==> src/verilog/dcachePkg.sv <==
`default_nettype none

package dcachePkg;

  // pipeline and bus geometry
  localparam int XLEN         = 64;
  localparam int AddrWidth    = 32;
  localparam int LineBytes    = 32;
  localparam int BeatsPerLine = 4;
  localparam int OffsetWidth  = $clog2(LineBytes);
  localparam int WordSelWidth = $clog2(BeatsPerLine);
  localparam int MaskWidth    = XLEN / 8;

  typedef logic [LineBytes*8-1:0] line_t;

  typedef struct packed {
    logic                 isWrite;
    logic [AddrWidth-1:0] addr;
    logic [XLEN-1:0]      wdata;
    logic [MaskWidth-1:0] byteMask;
  } cpuReq_t;

  typedef struct packed {
    logic [AddrWidth-1:0] addr;
  } memRdReq_t;

  typedef struct packed {
    logic [AddrWidth-1:0] addr;
    line_t                data;
  } memWrReq_t;

  // clear the byte offset to get the line address
  function automatic logic [AddrWidth-1:0] lineAlign(input logic [AddrWidth-1:0] addr);
    return {addr[AddrWidth-1:OffsetWidth], {OffsetWidth{1'b0}}};
  endfunction

  // 64-bit word position inside the line
  function automatic logic [WordSelWidth-1:0] wordSel(input logic [AddrWidth-1:0] addr);
    return addr[OffsetWidth-1 -: WordSelWidth];
  endfunction

endpackage

`default_nettype wire
==> src/verilog/lineTransfer.sv <==
`timescale 1ns/1ps
`default_nettype none

module lineTransfer
  import dcachePkg::*;
(
  input  logic                 clk,
  input  logic                 rst_n,
  input  logic                 fillStart_i,
  input  logic [AddrWidth-1:0] fillAddr_i,
  input  logic                 wbStart_i,
  input  logic [AddrWidth-1:0] wbAddr_i,
  input  line_t                wbLine_i,
  output logic                 fillDone_o,
  output logic                 wbDone_o,
  output line_t                fillLine_o,
  output logic                 memRdValid_o,
  output memRdReq_t            memRdReq_o,
  input  logic                 memRdReady_i,
  input  logic [XLEN-1:0]      memRdData_i,
  input  logic                 memRdBeatValid_i,
  input  logic                 memRdLast_i,
  output logic                 memWrValid_o,
  output memWrReq_t            memWrReq_o,
  input  logic                 memWrReady_i
);

  logic                    rdValidQ;
  logic                    wrValidQ;
  logic                    filling;
  logic [WordSelWidth-1:0] beatCnt;
  logic                    fillDoneQ;
  logic                    wbDoneQ;
  memRdReq_t               rdReqQ;
  memWrReq_t               wrReqQ;
  line_t                   lineBuf;

  // control flags
  always_ff @(posedge clk or negedge rst_n) begin
    if (!rst_n) begin
      rdValidQ  <= 1'b0;
      wrValidQ  <= 1'b0;
      filling   <= 1'b0;
      beatCnt   <= '0;
      fillDoneQ <= 1'b0;
      wbDoneQ   <= 1'b0;
    end else begin
      fillDoneQ <= 1'b0;
      wbDoneQ   <= 1'b0;
      if (wbStart_i) begin
        wrValidQ <= 1'b1;
      end else if (wrValidQ && memWrReady_i) begin
        wrValidQ <= 1'b0;
        wbDoneQ  <= 1'b1;
      end
      if (fillStart_i) begin
        rdValidQ <= 1'b1;
        filling  <= 1'b1;
        beatCnt  <= '0;
      end else begin
        if (rdValidQ && memRdReady_i) begin
          rdValidQ <= 1'b0;
        end
        if (filling && memRdBeatValid_i) begin
          beatCnt <= beatCnt + 1'b1;
          if (memRdLast_i) begin
            filling   <= 1'b0;
            fillDoneQ <= 1'b1;
          end
        end
      end
    end
  end

  // request payloads and the refill buffer
  always_ff @(posedge clk) begin
    if (wbStart_i) begin
      wrReqQ.addr <= wbAddr_i;
      wrReqQ.data <= wbLine_i;
    end
    if (fillStart_i) begin
      rdReqQ.addr <= fillAddr_i;
    end
    if (filling && memRdBeatValid_i) begin
      lineBuf[beatCnt*XLEN +: XLEN] <= memRdData_i;
    end
  end

  assign memRdValid_o = rdValidQ;
  assign memRdReq_o   = rdReqQ;
  assign memWrValid_o = wrValidQ;
  assign memWrReq_o   = wrReqQ;
  assign fillDone_o   = fillDoneQ;
  assign wbDone_o     = wbDoneQ;
  assign fillLine_o   = lineBuf;

endmodule

`default_nettype wire

==> config.mk <==
export PLATFORM = sky130hd
export DESIGN_NAME = lineTransfer
export DESIGN_NICKNAME = d
export VERILOG_FILES = /design/src/verilog/dcachePkg.sv /design/src/verilog/lineTransfer.sv
export SDC_FILE = /design/constraint.sdc
export NUM_CORES = 1
export LEC_CHECK = 0
export BUFFER_PORTS_ARGS = -buffer_cell sky130_fd_sc_hd__clkbuf_2
export CORE_AREA = 2 2 375 377
export DETAILED_ROUTE_END_ITERATION = 10
export DIE_AREA = 0 0 377 379
export SYNTH_ARGS = -nofsm -noshare
export SYNTH_HDL_FRONTEND = slang
export SYNTH_SLANG_ARGS = --single-unit
==> constraint.sdc <==
create_clock -name clk -period 5.5 [get_ports clk]
set_clock_uncertainty 0.2 [all_clocks]
set_input_delay 1.1 -clock clk [delete_from_list [all_inputs] [get_ports clk]]
set_output_delay 1.1 -clock clk [all_outputs]
set_load 0.02 [all_outputs]
## After elaboration in Yosys (flattened, before gate mapping)

Index checks and enable logic that the tools add are counted.

- Bits in registers: 583
- Latch bits: 0
- Memory bits (writable): 0
- ROM bits: 0
- Input bits: 392
- Output and inout bits: 580
- Logic and storage cells: 37
- Memories kept: 0

- Add/subtract/negate cells: 2
- $mul: 0
- Div/mod/pow operators: 0
- Order comparisons: 0
- Equality and inequality tests: 0
- Shifts and indexed selects: 2
- Multiplexer cells: 15
- Bitwise operators: 0
- Reduce and logical (&&, ||, !) cells: 8

Operator list:

| operator | count |
|---|---|
| 256-bit bitwise mux | 1 |
| 64-bit by 34-bit variable shift with 256-bit output, first input constant | 1 |
| 64-bit by 34-bit indexed part select with 256-bit output | 1 |
| 8-bit negation with 34-bit output | 1 |
| 1-bit 2-to-1 mux | 12 |
| 2-bit nonzero test | 4 |
| 2-bit 2-to-1 mux | 2 |
| 1-bit logical AND | 3 |
| 2-bit by 1-bit adder with 2-bit output, second input constant | 1 |
| 2-bit AND reduction | 1 |

## Longest topological paths before layout

Gate-level depths: netlist of the first run.

- Word-level depth: 3
- Depth in mapped cells: 6

## Worst setup path before layout of the first run

Ideal clock, no wire load.

- Path kind: input to register
- From: input memRdBeatValid_i
- To: register lineBuf[100] (netlist: fillLine_o[100]), enable pin
- Library setup time: 429 ps
- Arrival: 2,655 ps
- Required time: 4,871 ps
- Path slack: 2,216 ps
- Stages: 1
- Path buffers: 0
- Path through: and3_1

- Longest elaborated chain between the ends: 1

Ends and longest elaborated chain:

| item | RTL line | RTL |
|---|---|---|
| start, declared | lineTransfer.sv:21 | `input logic memRdBeatValid_i,` |
| 1-bit logical AND | lineTransfer.sv:84 | `if (filling && memRdBeatValid_i) begin` |
| end signal, assigned by index | lineTransfer.sv:85 | `lineBuf[beatCnt*XLEN +: XLEN] <= memRdData_i;` |
| end, declared | lineTransfer.sv:36 | `line_t lineBuf;` |

Every way passes these cells.
A chain may end at the register's enable or synchronous reset.

## Final worst setup path of the first run

- From: register beatCnt[0]
- To: register lineBuf[95] (netlist: fillLine_o[95]), data pin

- Longest elaborated chain between the ends: 3
- Elaborated cells on any way between the ends: 4
- Classes of those cells: 1 x add/sub; 2 x shift; 1 x mux

Ends and longest elaborated chain:

| item | RTL line | RTL |
|---|---|---|
| start, declared | lineTransfer.sv:31 | `logic [WordSelWidth-1:0] beatCnt;` |
| start signal, assigned | lineTransfer.sv:65 | `beatCnt <= beatCnt + 1'b1;` |
| 8-bit negation with 34-bit output * | lineTransfer.sv:85 |  |
| 64-bit by 34-bit indexed part select with 256-bit output / 64-bit by 34-bit variable shift with 256-bit output (equally long branches) | lineTransfer.sv:85 |  |
| 256-bit bitwise mux * | lineTransfer.sv:85 |  |

Mark *: on every way between the ends. The rest lies on a longest branch, timed or not.

==> results of run 1 <==
## power groups by stage
stage          logic (uW)  clock network (uW)  registers (uW)
2_1_floorplan         178                   0            5710
3_3_place_gp         1180                   0            5390
3_5_place_dp         1190                   0            5400
4_1_cts              1190                5000            5300
5_1_grt              1250                5160            5320
6_report             1160                4830            5300
## sequential cells by signal, indices dropped and copies added (netlist names)
register and cells:
memWrReq_o 288, fillLine_o 256, filling 1, memRdReq_o 32
beatCnt 2, wbDone_o 1, memWrValid_o 1, fillDone_o 1
memRdValid_o 1
## through the flow
stage	util	instance area [sq um]	total power [uW]	std cells	hold slack, ns
detailed placement	0.1918	26620	6581	3660	0.2797
CTS	0.2090	29020	11490	3792	0.06320
global route	0.2091	29030	11730	3797	0.1074
finish	0.2092	29050	11290	3805	0.1287
floorplan	-	19560	5889	912	0.3199
global placement	0.1918	26620	6560	3660	0.2705
## per-layer routing
layer  global-route usage  wire length [microns]  vias up
met5                    0                    171        -
met4              0.03751                   2862       28
met3              0.05464                   9973      272
met2               0.2313                  49060      835
met1               0.1358                  33790     6305
li1                     -                      -     5561
## logic make-up (layout without fill, tap and decap cells)
logic type / count (synthesis) / count (layout) / synth area share
simple gates: 275 / 275 / 0.08915
fa+ha+maj: 5 / 5 / 0.003198
buf+inv: 44 / 1117 / 0.01247
other cells: 0 / 13 / 0
mux: 1 / 1 / 0.0005756
flops: 583 / 583 / 0.8931
compound gates: 4 / 4 / 0.001535
## synth_stat cells, drive strengths merged (2+ instances only)
cell / instances
edfxtp: 576
and3: 129
and2: 128
clkbuf: 24
buf: 16
dfrtp: 7
and3b: 5
ha: 5
inv: 4
nor2: 4
nor2b: 4
a21o: 3
nand2: 2
## area by class of cell
type | instances | area [sq um]
fillers | 14890 | 109800
flip-flops and latches | 583 | 17470
repair buffers | 981 | 4982
well taps | 1807 | 2261
multi-input cells | 285 | 1894
clock buffers | 91 | 1894
clock inverters | 41 | 498.0
diodes | 13 | 32.53
inverters | 4 | 15.01
## critical path, cell delays in order, from the launching register on
cell,delay [ns]
dfrtp_1,0.54
inv_1,0.14
ha_1,0.61
nor2b_4,0.63
buf_4,0.47
and3_1,0.23
## worst max-delay path by stage
stage                           end  slack, ns  depth (start not counted)
floorplan           fillLine_o[100]       2.22                          1
global placement    fillLine_o[201]       2.48                          3
detailed placement  fillLine_o[201]       2.43                          3
CTS                  fillLine_o[87]       2.41                          5
global route        fillLine_o[109]       2.21                          5
finish               fillLine_o[95]       2.46                          5
==> Flow_metrics.wiki, run 1 <==
{| class="wikitable"
! Metric !! Value
|-
| Final Critical Period || slightly above 3 ns
|-
| Outcome || finished clean
|-
| Number of gates given a new drive strength after cts || 0
|-
| Final hold violation count || 0
|-
| Fraction of power consumed by combinational cells || 0.103
|-
| Synthesized area per cell || 21.45 sq um
|-
| Worst setup path startpoint || beatCnt[0]
|-
| # rows || 137
|-
| Die area || 142,900 sq um
|-
| Max-slew violation count || 0
|-
| Final #Nets || ~2,300
|-
| Count of endpoints failing setup in the final report || 0
|-
| Gpl congestion || 0.8048
|-
| Synth Register Bits || 583
|-
| Main flop type after synthesis || edfxtp_1
|-
| Placeable core region || 138,800 sq um
|-
| Static leakage || 0.01233 uW
|-
| CP Max Fanout || 32
|-
| Area share of the leading cell type in the synthesized netlist || 0.8841
|-
| Most used cells in the layout excluding fill and tap cells || clkbuf_2, edfxtp_1, and2_1
|-
| Sequential area share after synthesis || 0.8931
|-
| Cts bufs inserted || 72
|-
| Final routed DRC violation total || 0
|-
| Unique cell type count in the Yosys netlist || 21
|-
| Routed len/inst || 25.19 microns
|-
| Post-DR vias/cell || 3.417
|-
| Synth area leader || edfxtp_1
|-
| Number of enable-type register cells in the synthesized netlist || 576
|-
| Wire length of the first global-routing pass || 121,500 microns
|-
| Clock Root Buffer || clkbuf_16
|-
| Mapped Nets || 1,309
|-
| Internal cell power || 8332 uW
|-
| Buffers inserted during post-CTS setup optimization || 0
|-
| Highest attainable clock frequency || 0.3290 GHz
|-
| First drt pass iteration count || 4
|-
| Relative slew slack || 0.1804
|-
| DRC marker count from the first detailed-route iteration || roughly 740
|-
| Fraction of registers with async set or reset after synthesis || 0.01201
|-
| Height of the die || 379 microns
|-
| Power density over cell area || 388.6 nW/um^2
|-
| R2r setup slk || around 2.5 ns
|-
| Total congestion overflow || 0
|-
| TritonCTS clock tree || yes
|-
| H-tree level count || 3
|-
| Portion of total power attributed to sequential cells || 0.469
|-
| Part of the total power dissipated in the clock network || 0.428
|-
| CP endpoint kind || flop
|-
| Clock-pin transition on the worst setup and hold timing paths || 0.06 ns
|-
| Total track usage || 0.1286
|-
| Final sum of negative setup slack || 0 ns
|-
| Growth of design area from synthesis to finish || 48.48%
|-
| Cell area after technology mapping || 19,560 sq um
|-
| Total of buffers placed on input and output ports || 971
|-
| Worst-Skew Late Latency || around 0.64 ns
|-
| Via count of the first global-routing pass || 13,130
|-
| Net switching fraction of the power || 0.2619
|-
| Worst-margin pin slew || 1.229 ns
|-
| Synth warnings || 0
|-
| Effective utilization at floorplan || 0.1409
|-
| Hold WC Path Type || primary input to asynchronous set/reset pin
|-
| Number of clock sinks seen by CTS || 583
|-
| Pin count of the biggest net entering global routing || between 100 and 150
|-
| Total net switching power || 2957 uW
|-
| Worst path arrival time || 3.34 ns
|-
| Die W || roughly 380 microns
|-
| Vias post-DR || 13,000
|-
| Main area contributors after synthesis || edfxtp_1, and3_1, and2_1
|-
| Wire length after detailed routing || 95,860 microns
|-
| Place WS || approximately 2.4 ns
|-
| End of the worst register-to-register path || fillLine_o[95]
|-
| Maximum ir drop on the vdd rail || 256.6 uV
|-
| IO Pins || between 900 and 1,000
|-
| Worst EP required || 5.80 ns
|-
| Fraction of final layout cells with drive strength greater than 1 || 0.5486
|-
| Cells after synthesis || a little over 900
|-
| Least setup slack across all paths after layout || 2.460 ns
|-
| Initial antenna violation count || 113
|-
| Max Root-Sink Buffers || 3
|-
| Residual antenna-violating net count after detailed routing || 0
|-
| Maximum Capacitance Violations || 0
|-
| Worst reg2reg startpoint || beatCnt[0]
|-
| Most frequent standard cell in the layout excluding fill and tap cells || clkbuf_2
|-
| RSZ-0062 raised after global routing || false
|-
| Detail Placement HPWL || a little under 80,000 microns
|-
| Startpoint-to-endpoint class of the critical path || flop to flop
|-
| Tcrit/Tclk final || 0.5527
|-
| Post-CTS Hold Buffers || 0
|-
| Critical path launch point type || flop
|-
| Worst reg2reg path depth || 5
|}
(Power assumes the default switching activity.)
==> run 2: changes to the inputs <==
Clock period 5.5 ns to 2.5 ns, I/O delays scaled along.
==> run 2 against run 1 <==
  * Flip-flop and latch count did not move
  * Register-to-register slack got worse by 2.1 ns
  * Clock-buffer cell count fell by 5
  * Non-clock buffer count rose by 403
  * Utilization rose by 3.0 points
  * Clock power rose by 120%
  * Critical path depth did not move
  * Global-route usage rose by 0.35 points
==> Flow_metrics.wiki, run 2 (synthesis gave the netlist of run 1 again) <==
{| class="wikitable"
! Metric !! Value
|-
| Total power consumption of the routed design || 25,340 uW
|-
| Die area || 142,900 sq um
|-
| R2r setup slk || 0.33 ns
|-
| Sink of the worst hold path || fillLine_o[25]
|-
| Placed cell areas || between 20,000 and 30,000 sq um
|-
| Final hold violation count || 0
|-
| Crit path cell chain || inv_1, ha_1, nor4b_4, buf_4, and2_1
|-
| Cell with the largest stage delay on the worst path || ha_1
|-
| Worst-margin pin slew || 0.5089 ns
|-
| Worst hold slack across all endpoints || about 0.078 ns
|-
| Total congestion overflow || 0
|-
| Total net switching power || 6653 uW
|-
| Max-slew violation count || 0
|-
| TritonCTS clock tree || yes
|-
| Clock Root Buffer || clkbuf_16
|-
| Clock-pin transition on the worst setup and hold timing paths || ~0.060 ns
|-
| Number of clock sinks seen by CTS || 583
|-
| Worst setup path startpoint || beatCnt[1]
|-
| Total track usage || 0.1321
|-
| Critical path launch point type || flop
|-
| Part of the total power dissipated in the clock network || 0.410
|-
| Hold WC Path Type || primary input to flop
|-
| Gpl congestion || 0.8187
|-
| Final #Nets || roughly 2,700
|-
| Wire length after detailed routing || 98,700 microns
|-
| Power density over cell area || 763.8 nW/um^2
|-
| Via count of the first global-routing pass || between 15,000 and 20,000
|-
| CP Max Fanout || 28
|-
| CP endpoint kind || flop
|-
| Net switching fraction of the power || 0.2626
|-
| Effective utilization at floorplan || 0.1409
|-
| Max FFs per register || 288
|-
| Worst EP required || 2.81 ns
|-
| Final routed DRC violation total || 0
|-
| Post-DR vias/cell || 3.492
|-
| Initial antenna violation count || 80
|-
| Portion of total power attributed to sequential cells || 0.462
|-
| Storage element area || 17,470 sq um
|-
| Startpoint of the lowest-slack hold path || memRdData_i[25]
|-
| IO Pins || 972
|-
| Most frequent standard cell in the layout excluding fill and tap cells || clkbuf_2
|-
| First drt pass iteration count || 5
|-
| Residual antenna-violating net count after detailed routing || 0
|-
| Final Critical Period || approximately 2.2 ns
|-
| Maximum ir drop on the vdd rail || 542.3 uV
|-
| Height of the die || 379 microns
|-
| Number of instances on the worst hold path || 2
|-
| Worst-Skew Late Latency || 0.63 ns
|-
| Maximum Capacitance Violations || 0
|-
| Post-route cell area || 33,170 sq um
|-
| Startpoint-to-endpoint class of the critical path || flop to flop
|-
| Fill cell instance count of the final layout || 14,560
|-
| Worst path arrival time || 2.48 ns
|-
| Internal cell power || 18,680 uW
|-
| Static leakage || 0.01404 uW
|-
| RSZ-0062 raised after global routing || false
|-
| Most used cells in the layout excluding fill and tap cells || clkbuf_2, edfxtp_1, dlygate4sd3_1
|-
| Number of gates given a new drive strength after cts || 0
|-
| Outcome || finished clean
|-
| Fraction of final layout cells with drive strength greater than 1 || 0.4649
|-
| Placeable core region || 138,800 sq um
|-
| H-tree level count || 3
|-
| Detail Placement HPWL || 77,780 microns
|-
| Pin count of the biggest net entering global routing || 70
|-
| Tcrit/Tclk final || 0.8678
|-
| Die W || 377 microns
|-
| Area of the multi-input gates || 1894 sq um
|-
| Max Root-Sink Buffers || 3
|-
| Vias post-DR || roughly 15,000
|-
| Wire length of the first global-routing pass || 127,600 microns
|-
| Worst reg2reg path depth || 5
|-
| Total of buffers placed on input and output ports || 971
|-
| Relative slew slack || 0.6607
|-
| Cts bufs inserted || 71
|-
| Highest attainable clock frequency || 0.4610 GHz
|-
| Growth of design area from synthesis to finish || 69.56%
|-
| DRC marker count from the first detailed-route iteration || 813
|-
| End of the worst register-to-register path || fillLine_o[176]
|-
| Buffers inserted during post-CTS setup optimization || 0
|-
| Fraction of power consumed by combinational cells || 0.128
|-
| Final sum of negative setup slack || 0 ns
|-
| Count of endpoints failing setup in the final report || 0
|-
| # rows || 137
|-
| Largest stage delay on the critical path || 0.47 ns
|-
| Routed len/inst || 23.38 microns
|-
| Worst reg2reg startpoint || beatCnt[1]
|}
[run 2: changes by cell type in the layout (fill, tap and decap cells not counted), moves of 4 or more]
| cell | delta |
|---|---|
| buf_12 | +13 |
| buf_4 | +4 |
| clkbuf_1 | -4 |
| clkinv_1 | -4 |
| diode_2 | +20 |
| dlygate4sd3_1 | +386 |
[run 2: worst max path at each step]
stage | end | slack, ns | cells after the start
after floorplan | fillLine_o[0] | 0.16 | 3
after global placement | fillLine_o[156] | 0.41 | 5
after detailed placement | fillLine_o[142] | 0.32 | 5
after CTS | memWrReq_o[98] | 0.28 | 1
after global routing | fillLine_o[177] | 0.15 | 5
final | fillLine_o[176] | 0.33 | 5
[run 2: cell type report]
| class | instances | share of cell area |
|---|---|---|
| Sequential cell | 583 | 0.5267 |
| Timing Repair Buffer | 1384 | 0.2754 |
| Tap cell | 1807 | 0.06816 |
| Multi-Input combinational cell | 285 | 0.05711 |
| Clock buffer | 86 | 0.05590 |
| Clock inverter | 39 | 0.01377 |
| Antenna cell | 33 | 0.002489 |
| Inverter | 4 | 0.0004526 |
[run 2: worst max-delay path, delay by kind of cell, from the launching register on]
kind | cells | cell delay, ns
fa+ha+maj | 1 | 0.47
buf+inv | 2 | 0.46
flops | 1 | 0.37
simple gates | 2 | 0.52
[run 2: per-layer routing]
| metal | part of all wire | wire length (microns) | GRT usage | vias up |
|---|---|---|---|---|
| li1 | - | - | - | 6394 |
| met1 | 0.34 | 34030 | 0.1335 | 7309 |
| met2 | 0.53 | 52010 | 0.2456 | 828 |
| met3 | 0.094 | 9293 | 0.05464 | 206 |
| met4 | 0.034 | 3341 | 0.03977 | 4 |
| met5 | 0.00023 | 23 | 0 | - |
[run 2: power by group through the flow]
| stage | sequential (uW) | combinational [uW] | clock (uW) |
|---|---|---|---|
| after floorplan | 12600 | 393 | 0 |
| after global placement | 11900 | 2680 | 0 |
| after detailed placement | 11900 | 2720 | 0 |
| after CTS | 11700 | 3290 | 10800 |
| after global routing | 11800 | 3440 | 11100 |
| final | 11700 | 3240 | 10400 |
[run 2: through the flow]
step / utilization / std cells / setup slack, ns
2_1_floorplan: - / 912 / 0.1623
3_3_place_gp: 0.1938 / 3677 / 0.4125
3_5_place_dp: 0.1938 / 3677 / 0.3234
4_1_cts: 0.2383 / 4188 / 0.2806
5_1_grt: 0.2386 / 4203 / 0.1490
6_report: 0.2389 / 4221 / 0.3306
[run 2: what timing repair did]
action | 4_1_cts | 5_1_grt
endpoints found under the setup margin | 0 | 0
hold buffers | 386 | 0
endpoints found under the hold margin | 582 | 0
==> run 3: changes to the inputs <==
Settings changed: BUFFER_PORTS_ARGS -buffer_cell sky130_fd_sc_hd__clkbuf_2 to -buffer_cell sky130_fd_sc_hd__buf_2, CTS_CLUSTER_SIZE from default to 10.
==> run 3 against run 2 <==
  * Worst hold slack improved by 0.018 ns
  * Critical endpoint is now memWrReq_o[76]
  * Maximum frequency increased by 1.9%
  * Global-route usage about the same
  * Critical path depth decreased by 4
  * Clock-buffer cell count increased by 7
  * Sequential power about the same
  * Clock power about the same
  * Routed wire length about the same
  * Highest routed layer unchanged
  * Register-to-register slack improved by 0.11 ns
  * Largest power group unchanged
==> Flow_metrics.wiki, run 3 (synthesis gave the netlist of run 1 again) <==
{| class="wikitable"
! Metric !! Value
|-
| Static leakage || 0.01395 uW
|-
| Effective utilization at floorplan || 0.1409
|-
| Worst reg2reg path depth || 5
|-
| Capture point of the critical path || memWrReq_o[76]
|-
| Routing usage on met2 || 0.2425
|-
| Crit path cell chain || buf_2
|-
| Most used cells in the layout excluding fill and tap cells || buf_2, edfxtp_1, dlygate4sd3_1
|-
| Number of clock sinks seen by CTS || slightly below 600
|-
| Worst setup path startpoint || memWrReq_o[76]
|-
| # rows || roughly 140
|-
| Critical path launch point type || flop
|-
| Final #Nets || 2,737
|-
| Detail Placement HPWL || just under 80,000 microns
|-
| Relative slew slack || 0.6255
|-
| Die W || around 380 microns
|-
| Worst-Skew Late Latency || 0.64 ns
|-
| Vias post-DR || 14,650
|-
| Final instance count without filler cells || around 4,200
|-
| Most frequent standard cell in the layout excluding fill and tap cells || buf_2
|-
| Hold WC Path Type || primary input to flop
|-
| Clock-pin transition on the worst setup and hold timing paths || 0.06 ns
|-
| H-tree level count || 3
|-
| Portion of total power attributed to sequential cells || 0.458
|-
| Worst EP required || between 1.5 and 2 ns
|-
| Outcome || finished clean
|-
| Max FFs per register || 288
|-
| Most used routing layer || met2
|-
| End of the worst register-to-register path || fillLine_o[184]
|-
| Net switching fraction of the power || 0.2644
|-
| Fraction of final layout cells with drive strength greater than 1 || 0.4664
|-
| First drt pass iteration count || 5
|-
| Final Critical Period || 2.128 ns
|-
| Count of endpoints failing setup in the final report || 0
|-
| Post-DR vias/cell || 3.479
|-
| CP Max Fanout || 1
|-
| Wire length of the first global-routing pass || between 100,000 and 150,000 microns
|-
| Total of buffers placed on input and output ports || about 970
|-
| Fraction of power consumed by combinational cells || 0.128
|-
| Startpoint-to-endpoint class of the critical path || flop to primary output
|-
| Pin count of the biggest net entering global routing || 68
|-
| Max-slew violation count || 0
|-
| IO Pins || 972
|-
| Die area || between 100,000 and 150,000 sq um
|-
| Final routed DRC violation total || 0
|-
| Cell count along the critical path || 1
|-
| Initial antenna violation count || 71
|-
| RSZ-0062 raised after global routing || false
|-
| Tcrit/Tclk final || 0.8514
|-
| Worst reg2reg startpoint || beatCnt[1]
|-
| Clock Root Buffer || clkbuf_16
|-
| Cell with the largest stage delay on the worst path || edfxtp_1
|-
| Final sum of negative setup slack || 0 ns
|-
| CP endpoint kind || primary output
|-
| Internal cell power || about 19,000 uW
|-
| Buffer and inverter count on the worst path || 1
|-
| Number of instances on the worst hold path || 2
|-
| Total track usage || 0.1321
|-
| Placed cell count || between 3,000 and 4,000
|-
| Number of gates given a new drive strength after cts || 0
|-
| Gpl congestion || 0.8197
|-
| R2r setup slk || between 0.4 and 0.5 ns
|-
| Routed len/inst || 23.46 microns
|-
| Wire length after detailed routing || ~99,000 microns
|-
| Worst-margin pin slew || 0.5617 ns
|-
| Largest stage delay on the critical path || 0.51 ns
|-
| Cts bufs inserted || 76
|-
| Part of the total power dissipated in the clock network || 0.415
|-
| Residual antenna-violating net count after detailed routing || 0
|-
| Total congestion overflow || 0
|-
| DRC marker count from the first detailed-route iteration || between 900 and 1,000
|-
| Height of the die || 379 microns
|-
| Highest attainable clock frequency || 0.4698 GHz
|-
| Maximum Capacitance Violations || 0
|-
| Routing usage on met3 || 0.05315
|-
| Buffers inserted during post-CTS setup optimization || 0
|-
| Via count of the first global-routing pass || between 15,000 and 20,000
|-
| Worst path arrival time || 1.43 ns
|-
| Max Root-Sink Buffers || 3
|-
| Total net switching power || 6751 uW
|-
| Final hold violation count || 0
|-
| TritonCTS clock tree || yes
|-
| Met1 global-route usage || 0.1350
|-
| Growth of design area from synthesis to finish || 69.84%
|-
| Maximum ir drop on the vdd rail || 529.7 uV
|-
| Family with the most delay on the worst path || flip-flops
|-
| Post-CTS Hold Buffers || 388
|-
| Placeable core region || 138,800 sq um
|-
| Power density over cell area || 768.6 nW/um^2
|}
-- run 3: cell count changes in the layout (fill, tap and decap cells not counted), moves of 3 or more --
| cell | delta |
|---|---|
| clkbuf_1 | +3 |
| buf_4 | +5 |
| diode_2 | -12 |
| buf_2 | +970 |
| clkbuf_2 | -970 |
| clkinv_1 | -8 |
| clkbuf_16 | +4 |
-- run 3: layer usage --
metal  wire, microns  up-vias
met5              36        -
met4            3433        6
met3            9576      223
met2           51540      802
met1           34160     7252
li1                -     6362
-- run 3: how the worst min path moves through the flow --
stage / from / to
5_1_grt: memRdData_i[25] / fillLine_o[25]
3_5_place_dp: rst_n / memWrValid_o
3_3_place_gp: rst_n / wbDone_o
4_1_cts: memRdData_i[25] / fillLine_o[25]
2_1_floorplan: rst_n / beatCnt[0]
6_report: memRdData_i[25] / fillLine_o[25]
-- run 3: layout make-up --
cell class | instances | area (sq um)
fill | 14570 | 105600
sequential | 583 | 17470
timing repair buffer | 1390 | 9174
tap | 1807 | 2261
clock buffer | 93 | 1966
multi-input combinational | 285 | 1894
clock inverter | 27 | 392.9
antenna | 21 | 52.55
inverter | 4 | 15.01
-- run 3: metrics by stage --
step                setup slack, ns  power [uW]    util  hold slack (ns)  area [sq um]
floorplan                    0.1623       12950       -         0.004409         19570
global placement             0.4876       14590  0.1940           0.2393         26930
detailed placement           0.4378       14630  0.1940           0.2422         26930
CTS                          0.3025       25960  0.2389         0.005990         33170
global route                 0.3084       26470  0.2391         0.001539         33200
finish                       0.3715       25540  0.2393          0.09574         33230
-- run 3: power by group through the flow --
| stage | clock network [uW] | registers (uW) | logic (uW) |
|---|---|---|---|
| final | 10600 | 11700 | 3260 |
| after global routing | 11300 | 11700 | 3460 |
| after global placement | 0 | 11900 | 2710 |
| after detailed placement | 0 | 11900 | 2750 |
| after CTS | 10900 | 11700 | 3320 |
| after floorplan | 0 | 12600 | 393 |
