$ cat src/verilog/dcachePkg.sv
`default_nettype none

package dcachePkg;

  // pipeline and bus geometry
  localparam int XLEN         = 64;
  localparam int AddrWidth    = 32;
  localparam int LineBytes    = 32;
  localparam int BeatsPerLine = 4;
  localparam int OffsetWidth  = $clog2(LineBytes);
  localparam int WordSelWidth = $clog2(BeatsPerLine);
  localparam int MaskWidth    = XLEN / 8;

  typedef logic [LineBytes*8-1:0] line_t;

  typedef struct packed {
    logic                 isWrite;
    logic [AddrWidth-1:0] addr;
    logic [XLEN-1:0]      wdata;
    logic [MaskWidth-1:0] byteMask;
  } cpuReq_t;

  typedef struct packed {
    logic [AddrWidth-1:0] addr;
  } memRdReq_t;

  typedef struct packed {
    logic [AddrWidth-1:0] addr;
    line_t                data;
  } memWrReq_t;

  // clear the byte offset to get the line address
  function automatic logic [AddrWidth-1:0] lineAlign(input logic [AddrWidth-1:0] addr);
    return {addr[AddrWidth-1:OffsetWidth], {OffsetWidth{1'b0}}};
  endfunction

  // 64-bit word position inside the line
  function automatic logic [WordSelWidth-1:0] wordSel(input logic [AddrWidth-1:0] addr);
    return addr[OffsetWidth-1 -: WordSelWidth];
  endfunction

endpackage

`default_nettype wire
$ cat src/verilog/dcacheCtrl.sv
`timescale 1ns/1ps
`default_nettype none

module dcacheCtrl
  import dcachePkg::*;
#(
  parameter int IndexWidth = 6
) (
  input  logic                                        clk,
  input  logic                                        rst_n,
  input  logic                                        cpuReqValid_i,
  input  cpuReq_t                                     cpuReq_i,
  output logic                                        cpuAck_o,
  output logic [XLEN-1:0]                             cpuRdata_o,
  output logic [IndexWidth-1:0]                       lookupIndex_o,
  output logic [AddrWidth-IndexWidth-OffsetWidth-1:0] lookupTag_o,
  input  logic                                        hit_i,
  input  logic                                        hitWay_i,
  input  logic                                        victimWay_i,
  input  logic                                        victimDirty_i,
  input  logic [AddrWidth-IndexWidth-OffsetWidth-1:0] victimTag_i,
  input  line_t [1:0]                                 readLines_i,
  output logic [1:0]                                  wayWrite_o,
  output logic                                        storeMerge_o,
  output cpuReq_t                                     storeReq_o,
  output logic                                        tagCommit_o,
  output logic                                        setDirty_o,
  output logic                                        fillStart_o,
  output logic                                        wbStart_o,
  output logic [AddrWidth-1:0]                        wbAddr_o,
  output line_t                                       wbLine_o,
  output logic [AddrWidth-1:0]                        fillAddr_o,
  input  logic                                        fillDone_i,
  input  logic                                        wbDone_i
);

  localparam int TagWidth = AddrWidth - IndexWidth - OffsetWidth;

  typedef enum logic [2:0] {
    Idle,
    Lookup,
    WriteBack,
    Fill,
    RefillWrite,
    Respond
  } state_t;

  state_t          state;
  state_t          nextState;
  cpuReq_t         reqQ;
  logic [XLEN-1:0] rdataQ;
  logic            ackQ;
  logic            lookupHit;
  logic            lookupMiss;

  assign lookupIndex_o = reqQ.addr[OffsetWidth +: IndexWidth];
  assign lookupTag_o   = reqQ.addr[AddrWidth-1 -: TagWidth];

  assign lookupHit  = (state == Lookup) && hit_i;
  assign lookupMiss = (state == Lookup) && !hit_i;

  always_comb begin
    nextState = state;
    case (state)
      Idle:        if (cpuReqValid_i) nextState = Lookup;
      Lookup: begin
        if (hit_i) begin
          nextState = Respond;
        end else if (victimDirty_i) begin
          nextState = WriteBack;
        end else begin
          nextState = Fill;
        end
      end
      WriteBack:   if (wbDone_i) nextState = Fill;
      Fill:        if (fillDone_i) nextState = RefillWrite;
      // replay the lookup once the new line is in place
      RefillWrite: nextState = Lookup;
      Respond:     if (ackQ && !cpuReqValid_i) nextState = Idle;
      default:     nextState = Idle;
    endcase
  end

  always_ff @(posedge clk or negedge rst_n) begin
    if (!rst_n) begin
      state <= Idle;
      ackQ  <= 1'b0;
    end else begin
      state <= nextState;
      if (state == Respond) begin
        if (!ackQ) begin
          ackQ <= 1'b1;
        end else if (!cpuReqValid_i) begin
          ackQ <= 1'b0;
        end
      end
    end
  end

  // request and load data
  always_ff @(posedge clk) begin
    if (state == Idle && cpuReqValid_i) begin
      reqQ <= cpuReq_i;
    end
    if (lookupHit && !reqQ.isWrite) begin
      rdataQ <= readLines_i[hitWay_i][wordSel(reqQ.addr)*XLEN +: XLEN];
    end
  end

  assign cpuAck_o   = ackQ;
  assign cpuRdata_o = rdataQ;

  // store hit merges into the hit way, refill goes to the victim way
  assign storeMerge_o = lookupHit && reqQ.isWrite;
  assign setDirty_o   = storeMerge_o;
  assign storeReq_o   = reqQ;
  assign tagCommit_o  = (state == RefillWrite);

  always_comb begin
    wayWrite_o = 2'b00;
    if (storeMerge_o) begin
      wayWrite_o[hitWay_i] = 1'b1;
    end else if (tagCommit_o) begin
      wayWrite_o[victimWay_i] = 1'b1;
    end
  end

  // miss sequencing
  assign wbStart_o   = lookupMiss && victimDirty_i;
  assign fillStart_o = (lookupMiss && !victimDirty_i) || (state == WriteBack && wbDone_i);
  assign wbAddr_o    = {victimTag_i, lookupIndex_o, {OffsetWidth{1'b0}}};
  assign wbLine_o    = readLines_i[victimWay_i];
  assign fillAddr_o  = lineAlign(reqQ.addr);

endmodule

`default_nettype wire

$ cat config.mk
export PLATFORM = sky130hd
export DESIGN_NAME = dcacheCtrl
export DESIGN_NICKNAME = d
export VERILOG_FILES = /design/src/verilog/dcachePkg.sv /design/src/verilog/dcacheCtrl.sv
export SDC_FILE = /design/constraint.sdc
export NUM_CORES = 1
export LEC_CHECK = 0
export BUFFER_PORTS_ARGS = -buffer_cell sky130_fd_sc_hd__buf_4
export CAP_MARGIN = 20
export CORE_AREA = 5 5 447 449
export CTS_BUF_LIST = sky130_fd_sc_hd__clkbuf_2 sky130_fd_sc_hd__clkbuf_4 sky130_fd_sc_hd__clkbuf_8
export CTS_CLUSTER_SIZE = 28
export DETAILED_ROUTE_END_ITERATION = 8
export DIE_AREA = 0 0 452 454
export GPL_ROUTABILITY_DRIVEN = 0
export HOLD_SLACK_MARGIN = 0.1
export PLACE_DENSITY = 0.3
export SLEW_MARGIN = 25
export SYNTH_ARGS = -nofsm -noshare
export SYNTH_HDL_FRONTEND = slang
export SYNTH_SLANG_ARGS = --single-unit
$ cat constraint.sdc
create_clock -name clk -period 18.5 [get_ports clk]
set_input_delay 0.925 -clock clk [delete_from_list [all_inputs] [get_ports clk]]
set_output_delay 0.925 -clock clk [all_outputs]
set_load 0.02 [all_outputs]
# Word level (Yosys, flattened, before mapping)
# Index checks and enable logic that the tools add are counted.
# classes
n_lt_le_gt_ge	4
eq_ne	9
shifts	1
n_mux	19
n_reduce_logical	18
# op_table
cell	count
256-bit two-way mux	4
256-bit by 9-bit indexed part select with 64-bit output	1
3-bit case mux with 6 select lines	1
3-bit two-way mux	5
1-bit logical AND	11
2-bit inequality test (second input constant)	4
3-bit by 2-bit equality test with 1-bit output (second input constant)	2
3-bit equality test (second input constant)	2
1-bit two-way mux	5
1-bit zero test	4
1-bit by 2-bit less-than comparator with 1-bit output (second input constant)	2
2-bit two-way mux	2
4-bit AND reduction	1
3-bit by 1-bit equality test with 1-bit output (second input constant)	1
3-bit zero test	1
1-bit demux with 1-bit select	2
1-bit greater-or-equal comparator (second input constant)	2
1-bit logical OR	1
# totals
reg_bits	173
word_cells	58

# Longest topological paths before layout
# Gate-level depths: netlist of run 1.
# depth
word_depth	6
depth_mapped	5
mapped_depth_nobuf	3

# Worst setup path after synthesis of run 1
# No wires, ideal clock.
# synth_path
path_kind	input to register
start	in cpuReqValid_i
end	reg reqQ (netlist bit fillAddr_o[10]) (enable)
arrival_ns	11.489
required_time_ns	17.637
setup_slack_ns	6.148
cell_stages	1
path_buffers	0
path_cell_list	nor4b_1
# synth_between
elab_chain_len	1
# synth_lines
element	line	text
start: declaration	dcacheCtrl.sv:11	input logic cpuReqValid_i,
1-bit logical AND	dcacheCtrl.sv:102	if (state == Idle && cpuReqValid_i) begin
end signal: assignment	dcacheCtrl.sv:103	reqQ <= cpuReq_i;
end: declaration	dcacheCtrl.sv:50	cpuReq_t reqQ;
# No other way between the ends.
# A chain may end at the register's enable or synchronous reset.

# Final worst setup path of run 1
# layout_path
start	in victimWay_i
end	out wbLine_o[121]
# layout_between
elab_chain_len	2
# layout_lines
element	line	text
start: declaration	dcacheCtrl.sv:19	input logic victimWay_i,
256-bit two-way mux (implied by the code) (2 in series)	dcacheCtrl.sv:132	assign wbLine_o = readLines_i[victimWay_i];
end: declaration	dcacheCtrl.sv:31	output line_t wbLine_o,
# No other way between the ends. The select of a mux whose other input is x is not followed.

==> summary.md, run 1 <==
| Metric | Value |
|---|---|
| Post-Syn Area | `0.0129 mm²` |
| Top_reg_cell synth | `edfxtp_1` |
| H-Tree Depth | `4` |
| Die area | `0.205 mm²` |
| Critical path type | `input port to output pin` |
| I/O pin count | `1171` |
| Worst Hold Class | `input port to flip-flop` |
| Syn Area/Cell | `~16 µm²` |
| Avg WL per Cell | `29.4 µm` |
| Largest net degree at the start of global routing | `127` |
| Maximum VDD drop | `0.0619 mV` |
| Final core occ | `0.123` |
| Routed WL | `129000 µm` |
| Clock Tree Buf Depth | `2` |
| Row cnt | `around 160` |
| Antenna viol nets, final | `0` |
| Worst-Margin Slew | `approximately 870 ps` |
| Switching fraction of total power | `0.432` |
| HPWL after DPL | `approximately 110000 µm` |
| Layout cells sized above 1 | `0.882` |
| CTS Buf Count | `17` |
| Combinational share of power | `0.489` |
| Critical path data required time | `between 15000 and 20000 ps` |
| Post-synthesis cell type with the largest combined area | `edfxtp_1` |
| CTS sink count | `173` |
| Status | `completed` |
| F_max | `0.246 GHz` |
| Gr ovfl total | `0` |
| Max_cap viols | `0` |
| Input/output buffers | `1118` |
| CTS tree | `built` |
| Ys async rst share | `0.0231` |
| Final Hold Slack | `~420 ps` |
| Die W | `452 µm` |
| Leak | `9.46 nW` |
| Root Buffer | `clkbuf_8` |
| First-pass GRT wire length | `154000 µm` |
| Rel. slew slack | `0.419` |
| Yosys Warn Count | `0` |
| Area contributors post-synth | `edfxtp_1 (39%), mux2_2 (28%), mux4_2 (22%)` |
| Total track usage | `0.119` |
| Hold Vio Cnt, Final | `0` |
| Internal power | `984 µW` |
| Core footprint | `approximately 0.20 mm²` |
| Clock-pin slew on the worst setup and hold paths | `160 ps` |
| Seq/Total Area, Yosys | `0.400` |
| Power per cell area | `71.9 mW/mm²` |
| Switching power | `roughly 750 µW` |
| Fillers | `22300` |
| Post-layout min period | `roughly 4100 ps` |
| DRC viols | `0` |
| Area Overhead vs Synth | `86.3%` |
| Sequential power share | `0.318` |
| Drt first pass iters | `6` |
| Clock Latency Late Sink | `690 ps` |
| Critical Path Fanout Max | `83` |
| Setup Skew | `about 57 ps` |
| Iteration-0 DRC Markers | `815` |
| FF+latch count, synth | `173` |
| Total Power | `about 1.7 mW` |
| Syn Inst Count | `818` |
| Startpoint Class | `input port` |
| Via Count | `between 10000 and 15000` |
| Fin nets | `2468` |
| Initial core utilization | `0.0661` |
| Synth cell types | `28` |
| Number of global-route vias before repair | `13100` |
| Die height | `approximately 450 µm` |
| Final setup TNS | `0 ps` |
| Post-CTS Setup Bufs | `0` |
| Period utilization | `0.220` |
| Final setup fails | `0` |
| Top-area cell type share of the netlist area | `0.392` |
| Critical path capture point type | `output pin` |
| Slew Viols, Final | `0` |
| Unrepaired setup endpoints after global routing | `false` |
| Vias/cell | `2.88` |
| Antenna violations before repair | `46` |
| Number of flops mapped to enable cells by yosys | `169` |
| Clock Power Share | `0.193` |
| Critical path arrival | `3140 ps` |
==> kinds of logic after synthesis <==
group,after synthesis,share of synthesized area
compound gates,12,0.00629
buf+inv,164,0.0833
flops,173,0.400
mux,449,0.502
other cells,1,0.000290
simple gates,19,0.00812
==> layout make-up <==
cell class                      count  area (µm²)  area share
Multi-Input combinational cell    490        6740       0.279
Tap cell                         2557        3200       0.133
Antenna cell                       13        32.5     0.00135
Clock buffer                       18         241      0.0100
Inverter                            4        15.0    0.000623
Timing Repair Buffer             1135        8550       0.355
Sequential cell                   173        5170       0.215
Clock inverter                     14         166     0.00690
==> cells in the mapped netlist, drive strengths merged (2+ instances only) <==
master and instances:
nor2b 2, mux4 128, edfxtp 169, a21oi 4
nand2 3, and3 2, mux2 321, clkbuf 24
nor2 4, a211oi 2, a22o 2, nand2b 3
buf 136, dfrtp 4, inv 4
==> power groups by stage <==
stage	clock network (mW)	logic [mW]	registers [mW]
detailed placement	0	0.867	0.562
CTS	0.374	0.870	0.553
global placement	0	0.873	0.563
finish	0.335	0.849	0.551
floorplan	0	0.355	0.626
global route	0.377	0.892	0.557
==> metrics by stage <==
step	area (µm²)	setup slack [ps]	instances
final	24100	14430	4404
after global routing	24100	14260	4398
after CTS	24100	14180	4391
after detailed placement	23700	14420	4358
after global placement	23700	14410	4358
after floorplan	13000	6150	827
==> metal layers <==
metal | track usage | up-vias | wire length (µm)
met1 | 0.138 | 6548 | 50000
li1 | - | 5259 | -
met2 | 0.198 | 746 | 63100
met5 | 0.00420 | - | 144
met4 | 0.0417 | 20 | 3550
met3 | 0.0492 | 89 | 12500
==> final timing paths <==
kind,from,to,slack [ps],cells past startpoint
min in group asynchronous,rst_n,cpuAck_o,630,2
worst max-delay path,victimWay_i,wbLine_o[121],14430,4
max in group asynchronous,rst_n,state[1],17760,2
worst max register to register,storeReq_o[76],cpuRdata_o[46],14990,5
worst min-delay path,cpuReq_i[59],storeReq_o[59],420,1
worst min register to register,cpuAck_o,cpuAck_o,570,1
==> cells in the final DEF (no fill, tap or decap), drive strengths merged <==
cell type	synthesis	layout
a21oi	4	4
edfxtp	169	169
mux2	321	321
a211o	1	1
clkinv	0	6
nand3b	1	1
buf	136	1134
nor2	4	4
clkinvlp	0	1
dlygate4sd3	0	1
inv	4	11
a22oi	1	1
o22ai	1	1
nor4b	1	1
clkbuf	24	18
nor2b	2	2
nand3	1	1
and3	2	2
nor4	1	1
dfrtp	4	4
nand2b	3	3
a31oi	1	1
nand2	3	3
diode	0	13
mux4	128	128
a22o	2	2
a211oi	2	2
nor3b	1	1
conb	1	10
==> timing repair <==
item,in CTS,in global routing
hold buffers,1,0
gates resized for setup,0,0
endpoints found under the hold margin,4,0
==> flip-flops by register name (all words and copies together), names as in the netlist <==
register / count
cpuAck_o: 1
cpuRdata_o: 64
fillAddr_o: 27
state: 3
storeReq_o: 78
==> worst max-delay path, cell delays in order <==
cell and delay, ps:
buf_8 530, buf_4 720, mux2_2 550, buf_4 210
Note: power is estimated with default switching activity, not from simulation.
==> run 2, diff against run 1 <==
Settings changed: ABC_AREA set to 1, CORE_AREA 5 5 447 449 to 5 5 449 451, DIE_AREA 0 0 452 454 to 0 0 454 456.
Clock period 18.5 ns to 3.97 ns, I/O delays scaled along.
==> run 2 against run 1 <==
Sequential power grew to 4.8 times the previous value; utilization is 2.2 points higher; total power rose to 5.5 times the previous value; largest power group unchanged; wire length is 19% higher; area after synthesis rose by 7.2%; hold slack got worse by 260 ps; cell count rose by 37%; final area grew 19%; highest routed layer unchanged.
==> summary.md, run 2 <==
| Metric | Value |
|---|---|
| Status | `completed` |
| Internal power | `5.22 mW (+430%)` |
| Multi-input gate area | `0.00637 mm² (-5.5%)` |
| FF+latch count, synth | `173 (unchanged)` |
| Yosys Warn Count | `0 (unchanged)` |
| Final setup TNS | `0 ps (unchanged)` |
| Die area | `0.207 mm² (+0.88%)` |
| Post-synthesis cell type with the largest combined area | `edfxtp_1` |
| Final setup fails | `0 (unchanged)` |
| Power per cell area | `335 mW/mm² (+370%)` |
| Clock Latency Late Sink | `650 ps (-40 ps)` |
| CTS resizes | `0 (unchanged)` |
| Die height | `456 µm (+0.44%)` |
| Switching power | `4.37 mW (+480%)` |
| HPWL after DPL | `130000 µm (+14%)` |
| Area Overhead vs Synth | `106%` |
| Critical path arrival | `3980 ps (+840 ps)` |
| Register Area | `0.00517 mm² (unchanged)` |
| Largest family of logic cells by synthesized area | `compound AO/OA/AOI/OAI gates` |
| First-pass GRT wire length | `193000 µm (+25%)` |
| Final Hold Slack | `162 ps (-258 ps)` |
| Post-layout min period | `3610 ps` |
| Max reg flops | `78 (unchanged)` |
| Setup slack, reg-to-reg | `360 ps (-14630 ps)` |
| Hold Vio Cnt, Final | `0 (unchanged)` |
| Worst-Margin Slew | `1040 ps (+166 ps)` |
| Gr ovfl total | `0 (unchanged)` |
| Top_reg_cell synth | `edfxtp_1` |
| Synth cell types | `23 (-18%)` |
| Sequential power share | `0.274 (-0.044)` |
| Critical path type | `flip-flop to flip-flop` |
| Ys async rst share | `0.0231 (unchanged)` |
| CP max stage cell | `dlygate4sd3_1` |
| Layout cells sized above 1 | `0.352 (-0.530)` |
| Initial core utilization | `0.0705 (+0.00437)` |
| Largest net degree at the start of global routing | `143 (+13%)` |
| Compound-gate portion of the synthesized area | `0.263 (+0.257)` |
| Max_cap viols | `0 (unchanged)` |
| Top-area cell type share of the netlist area | `0.366 (-0.0262)` |
| CTS Buf Count | `17 (unchanged)` |
| Commonest non-fill, non-tap cell in the layout | `buf_4` |
| I/O pin count | `1171 (unchanged)` |
| Post-Syn Area | `0.0139 mm² (+7.2%)` |
| Leak | `13.1 nW (+39%)` |
| Slew Viols, Final | `0 (unchanged)` |
| Avg WL per Cell | `25.5 µm (-13%)` |
| Via Count | `20100 (+59%)` |
| Total track usage | `0.141 (+0.0219)` |
| Antenna viol nets, final | `0 (unchanged)` |
| Critical path data required time | `4340 ps (-13230 ps)` |
| Row cnt | `163 (unchanged)` |
| Die W | `454 µm (+0.44%)` |
| Post-synthesis mux area share | `0 (-0.502)` |
| Post-Synth Simple-Gate Area | `0.192 (+0.184)` |
| Period utilization | `0.909` |
| Fillers | `22900 (+2.3%)` |
| Clock Tree Buf Depth | `2 (unchanged)` |
| Clock Power Share | `0.165 (-0.028)` |
| Final WS setup | `359 ps (-14070 ps)` |
| Combinational share of power | `0.561 (+0.072)` |
| Crit path largest cell delay | `580 ps (-140 ps)` |
| Worst-path cell chain | `buf_12 > buf_4 > a21oi_1 > o21ai_0 > dlygate4sd3_1 > nand2_1 > dlygate4sd3_1 > nand2_1 > nand2_1 > dlygate4sd3_1` |
| Clock-pin slew on the worst setup and hold paths | `140 ps (-20 ps)` |
| Area contributors post-synth | `edfxtp_1 (37%), nand2_1 (19%), o21ai_0 (15%)` |
| CTS tree | `built` |
| Root Buffer | `clkbuf_8` |
| Seq/Total Area, Yosys | `0.373 (-0.0268)` |
| Unrepaired setup endpoints after global routing | `false` |
| Rel. slew slack | `0.301 (-0.118)` |
| Syn Inst Count | `2080 (+150%)` |
| Vias/cell | `3.34 (+16%)` |
| Syn Area/Cell | `6.67 µm² (-58%)` |
| Pre-CTS setup slack | `1490 ps (-12930 ps)` |
| Cell with the most instances after synthesis | `nand2_1` |
| Routed WL | `154000 µm (+19%)` |
| DRC viols | `0 (unchanged)` |
| Fin nets | `4011 (+63%)` |
| Drt first pass iters | `5 (-1)` |
| Startpoint Class | `flip-flop` |
| Input/output buffers | `1118 (unchanged)` |
| Antenna violations before repair | `36 (-22%)` |
| H-Tree Depth | `4 (unchanged)` |
| CTS sink count | `173 (unchanged)` |
| Commonest non-fill, non-tap cells in the layout | `buf_4 (1140), nand2_1 (688), o21ai_0 (418)` |
| Commonest cells post-synth | `nand2_1 (688), o21ai_0 (418), inv_1 (269)` |
| Area share of fa/ha/maj cells after synthesis | `0 (unchanged)` |
| Iteration-0 DRC Markers | `1410 (+73%)` |
| Core footprint | `0.197 mm² (+0.52%)` |
| Switching fraction of total power | `0.456 (+0.0234)` |
| Number of global-route vias before repair | `19600 (+50%)` |
| Critical Path Fanout Max | `57 (-31%)` |
| F_max | `0.277 GHz` |
| Maximum VDD drop | `0.191 mV (+210%)` |
| Synth Area in XOR/XNOR | `0 (unchanged)` |
| Setup Skew | `42.6 ps (-14.5 ps)` |
| Critical path capture point type | `flip-flop` |
| Worst Hold Class | `input port to flip-flop` |
| Number of flops mapped to enable cells by yosys | `169 (unchanged)` |
[run 2: cell types whose count changed in the layout (fill, tap and decap cells not counted), moves of 6 or more]
cell	previous run	this run
nand2_1	3	688
o21ai_0	0	418
dlygate4sd3_1	1	351
mux2_2	321	0
inv_1	4	269
a21oi_1	4	162
mux4_2	128	0
o211ai_1	0	94
buf_4	1131	1140
buf_12	1	9
nand3_1	1	9
diode_2	13	7
[run 2: worst max-delay path: cells and delay by family (launching register included)]
kind | cells | cell delay [ps]
compound gates | 2 | 160
simple gates | 3 | 190
buf+inv | 5 | 2520
flops | 1 | 420
[run 2: metrics by stage]
stage / area (µm²) / utilization / std cells / power (mW)
3_5_place_dp: 24700 / 0.125 / 5634 / 7.48
4_1_cts: 28600 / 0.145 / 6017 / 9.87
6_report: 28600 / 0.145 / 6024 / 9.59
3_3_place_gp: 24600 / 0.125 / 5633 / 7.49
5_1_grt: 28600 / 0.145 / 6020 / 10.2
2_1_floorplan: 13900 / - / 2089 / 4.82
[run 2: worst paths after layout]
| path | from | to | depth (start not counted) |
|---|---|---|---|
| hold reg to reg | cpuAck_o | cpuAck_o | 2 |
| hold / removal | readLines_i[425] | cpuRdata_o[41] | 5 |
| min in group asynchronous | rst_n | state[1] | 3 |
| setup reg to reg | storeReq_o[75] | cpuRdata_o[0] | 10 |
| setup / recovery | storeReq_o[75] | cpuRdata_o[0] | 10 |
| max in group asynchronous | rst_n | state[0] | 3 |
[run 2: per-layer routing]
layer	global-route usage	vias to the layer above	wire, µm
met5	0	-	51
met4	0.0247	8	2460
met3	0.0411	110	12300
met2	0.239	855	73200
met1	0.179	9853	65500
li1	-	9291	-
[run 2: what timing repair did]
| action | CTS | global route |
|---|---|---|
| setup endpoints to repair | 0 | 0 |
| hold buffers | 351 | 0 |
| hold endpoints to repair | 184 | 0 |
| buffers inserted | 0 | 0 |
[run 2: logic make-up (layout without fill, tap and decap cells)]
| family | count (synthesis) | count (layout) |
|---|---|---|
| buffers and inverters | 520 | 1808 |
| other | 1 | 17 |
| AOI/OAI and AO/OA | 680 | 680 |
| and+or+nand+nor | 706 | 706 |
| DFF | 173 | 173 |
[run 2: cell type report]
class / instances / share of cell area
timing repair buffer: 1503 / 0.430
multi-input combinational: 1396 / 0.223
sequential: 173 / 0.181
tap: 2640 / 0.115
inverter: 273 / 0.0363
clock buffer: 18 / 0.00844
clock inverter: 14 / 0.00608
antenna: 7 / 0.000612
[run 2: power by group through the flow]
stage                     logic [mW]  clock network (mW)  registers (mW)
after global placement          4.82                   0            2.67
after floorplan                 1.85                   0            2.96
after global routing            5.80                1.76            2.66
final                           5.38                1.58            2.62
after detailed placement        4.81                   0            2.67
after CTS                       5.51                1.73            2.63
==> run 3, diff against run 2 <==
Settings changed: RECOVER_POWER set to 50.
Clock period 3.97 ns to 4.2 ns, I/O delays scaled along.
==> run 3 against run 2 <==
The run now ends with capacitance limit, slew limit left; register-to-register slack about the same; utilization down 0.75 points; critical path depth unchanged; non-clock buffer count down 27; sequential share of layout area up 0.99 points; via count up 0.18%; total power down 10%; critical path type unchanged; critical endpoint is now cpuRdata_o[58].
==> summary.md, run 3 (synthesis results as in run 2) <==
| Metric | Value |
|---|---|
| Status | `finished with violations` |
| Failing checks | `capacitance limit, slew limit` |
| Met2 Resource Use GR | `0.252 (+0.0131)` |
| Routed WL | `161000 µm (+5.0%)` |
| First-pass GRT wire length | `202000 µm (+4.7%)` |
| Number of global-route vias before repair | `19600 (+0.031%)` |
| Root Buffer | `clkbuf_8` |
| Via Count | `20200 (+0.18%)` |
| Critical path capture point type | `flip-flop` |
| Max reg flops | `78 (unchanged)` |
| WP buf/inv | `5 (unchanged)` |
| Die W | `454 µm (unchanged)` |
| Crit path largest cell delay | `560 ps (-20 ps)` |
| Worst-Margin Slew | `2000 ps (+962 ps)` |
| Critical path type | `flip-flop to flip-flop` |
| Drt first pass iters | `5 (unchanged)` |
| Final setup fails | `0 (unchanged)` |
| CTS Buf Count | `17 (unchanged)` |
| Maximum VDD drop | `0.188 mV (-1.4%)` |
| H-Tree Depth | `4 (unchanged)` |
| GRT Max-Usage Layer | `met2` |
| Antenna violations before repair | `48 (+33%)` |
| Worst r2r src | `storeReq_o[75]` |
| Final Hold Slack | `243 ps (+80.4 ps)` |
| Largest net degree at the start of global routing | `116 (-19%)` |
| Final setup TNS | `0 ps (unchanged)` |
| Row cnt | `163 (unchanged)` |
| Critical path's top delay family | `buffers and inverters` |
| Total Power | `8.63 mW (-10%)` |
| Worst-path cell chain | `buf_12 > buf_12 > a21oi_1 > o21ai_0 > dlygate4sd3_1 > nand2_1 > dlygate4sd3_1 > nand2_1 > nand2_1 > dlygate4sd3_1` |
| Critical path data required time | `4600 ps (+260 ps)` |
| Power per cell area | `318 mW/mm² (-5.1%)` |
| Critical path origin | `storeReq_o[75]` |
| Unrepaired setup endpoints after global routing | `false` |
| Startpoint Class | `flip-flop` |
| Die area | `0.207 mm² (unchanged)` |
| Hold Vio Cnt, Final | `0 (unchanged)` |
| CTS sink count | `173 (unchanged)` |
| Iteration-0 DRC Markers | `1559 (+11%)` |
| Die height | `456 µm (unchanged)` |
| Commonest non-fill, non-tap cell in the layout | `buf_4` |
| Clock Latency Late Sink | `640 ps (about the same)` |
| Rel. slew slack | `-0.333 (-0.634)` |
| Post-layout min period | `3850 ps (+236 ps)` |
| Hold Crit Start | `readLines_i[392]` |
| CTS resizes | `0 (unchanged)` |
| GR Util met3 | `0.0378 (-0.00331)` |
| Met1 Resource Use GR | `0.191 (+0.0127)` |
| Worst Hold Class | `input port to flip-flop` |
| Core footprint | `0.197 mm² (unchanged)` |
| Vias/cell | `3.36 (+0.53%)` |
| Critical path arrival | `4240 ps (+260 ps)` |
| Initial core utilization | `0.0705 (unchanged)` |
| Avg WL per Cell | `26.9 µm (+5.4%)` |
| Clock-pin slew on the worst setup and hold paths | `150 ps (about the same)` |
| HPWL after DPL | `138000 µm (+5.8%)` |
| F_max | `0.260 GHz (-6.1%)` |
| Input/output buffers | `1118 (unchanged)` |
| Commonest non-fill, non-tap cells in the layout | `buf_4 (741), nand2_1 (688), o21ai_0 (416)` |
| Fin nets | `3984 (-0.67%)` |
| Placed Instance Area | `0.0246 mm² (-0.26%)` |
| Critical Path Fanout Max | `115 (+100%)` |
| Period utilization | `0.916 (+0.00642)` |
| Leak | `11.9 nW (-9.6%)` |
| Total track usage | `0.148 (+0.00755)` |
| DRC viols | `0 (unchanged)` |
| CTS tree | `built` |
| Layout cells sized above 1 | `0.264 (-0.0876)` |
| CP max stage cell | `dlygate4sd3_1` |
| Setup Skew | `49.6 ps (+7.02 ps)` |
| I/O pin count | `1171 (unchanged)` |
| Slew Viols, Final | `77 (+77)` |
| Max_cap viols | `1 (+1)` |
| Design area | `0.0271 mm² (-5.2%)` |
| Antenna viol nets, final | `0 (unchanged)` |
| Area Overhead vs Synth | `95.6%` |
| Gr ovfl total | `0 (unchanged)` |
| Clock Tree Buf Depth | `2 (unchanged)` |
| Fillers | `23100 (+1.1%)` |
-- run 3: cell count changes in the layout (fill, tap and decap cells not counted), sizes merged --
cell / change
diode: +6
clkinvlp: +1
bufinv: -2
clkbuf: +402
buf: -405
inv: -1
clkinv: +3
dlygate4sd3: -25
-- run 3: where the power goes --
group          total (mW)  switching [mW]  internal, mW
combinational        4.72            3.07          1.65
sequential           2.48           0.165          2.31
clock                1.43           0.989         0.440
total                8.63            4.23          4.40
-- run 3: cell type report --
class | instances | area, µm² | area share
Timing Repair Buffer | 1476 | 10800 | 0.399
Multi-Input combinational cell | 1396 | 6370 | 0.235
Sequential cell | 173 | 5170 | 0.191
Tap cell | 2640 | 3300 | 0.122
Inverter | 273 | 1040 | 0.0382
Clock buffer | 17 | 234 | 0.00862
Clock inverter | 15 | 151 | 0.00558
Antenna cell | 13 | 32.5 | 0.00120
-- run 3: metrics by stage --
step,cells,util,setup slack [ps]
6_report,6003,0.138,353
5_1_grt,5996,0.138,170
4_1_cts,5990,0.144,411
3_5_place_dp,5632,0.125,1460
3_3_place_gp,5632,0.125,1440
2_1_floorplan,2089,-,194
-- run 3: worst min-delay path: stages --
cell     delay (ps)
buf_4            80
o21ai_0          60
nand2_1          90
nand2_1         180
nand2_1         120
-- run 3: path summary, 6_finish.rpt --
kind                                   to  slack [ps]  cells after the start
setup / recovery           cpuRdata_o[58]         350                     10
hold / removal              cpuRdata_o[8]         240                      5
setup reg to reg           cpuRdata_o[58]         350                     10
hold reg to reg                  cpuAck_o         550                      2
max in group asynchronous        state[2]        3450                      3
min in group asynchronous        state[0]         560                      3
-- run 3: timing repair --
action,4_1_cts,5_1_grt
hold buffers,326,0
endpoints found under the hold margin,177,0
buffers inserted,0,0
-- run 3: metal layers --
layer  vias up  part of all wire
li1       9244                 -
met1      9840              0.43
met2       928              0.48
met3       140             0.075
met4         2             0.017
met5         -           0.00022
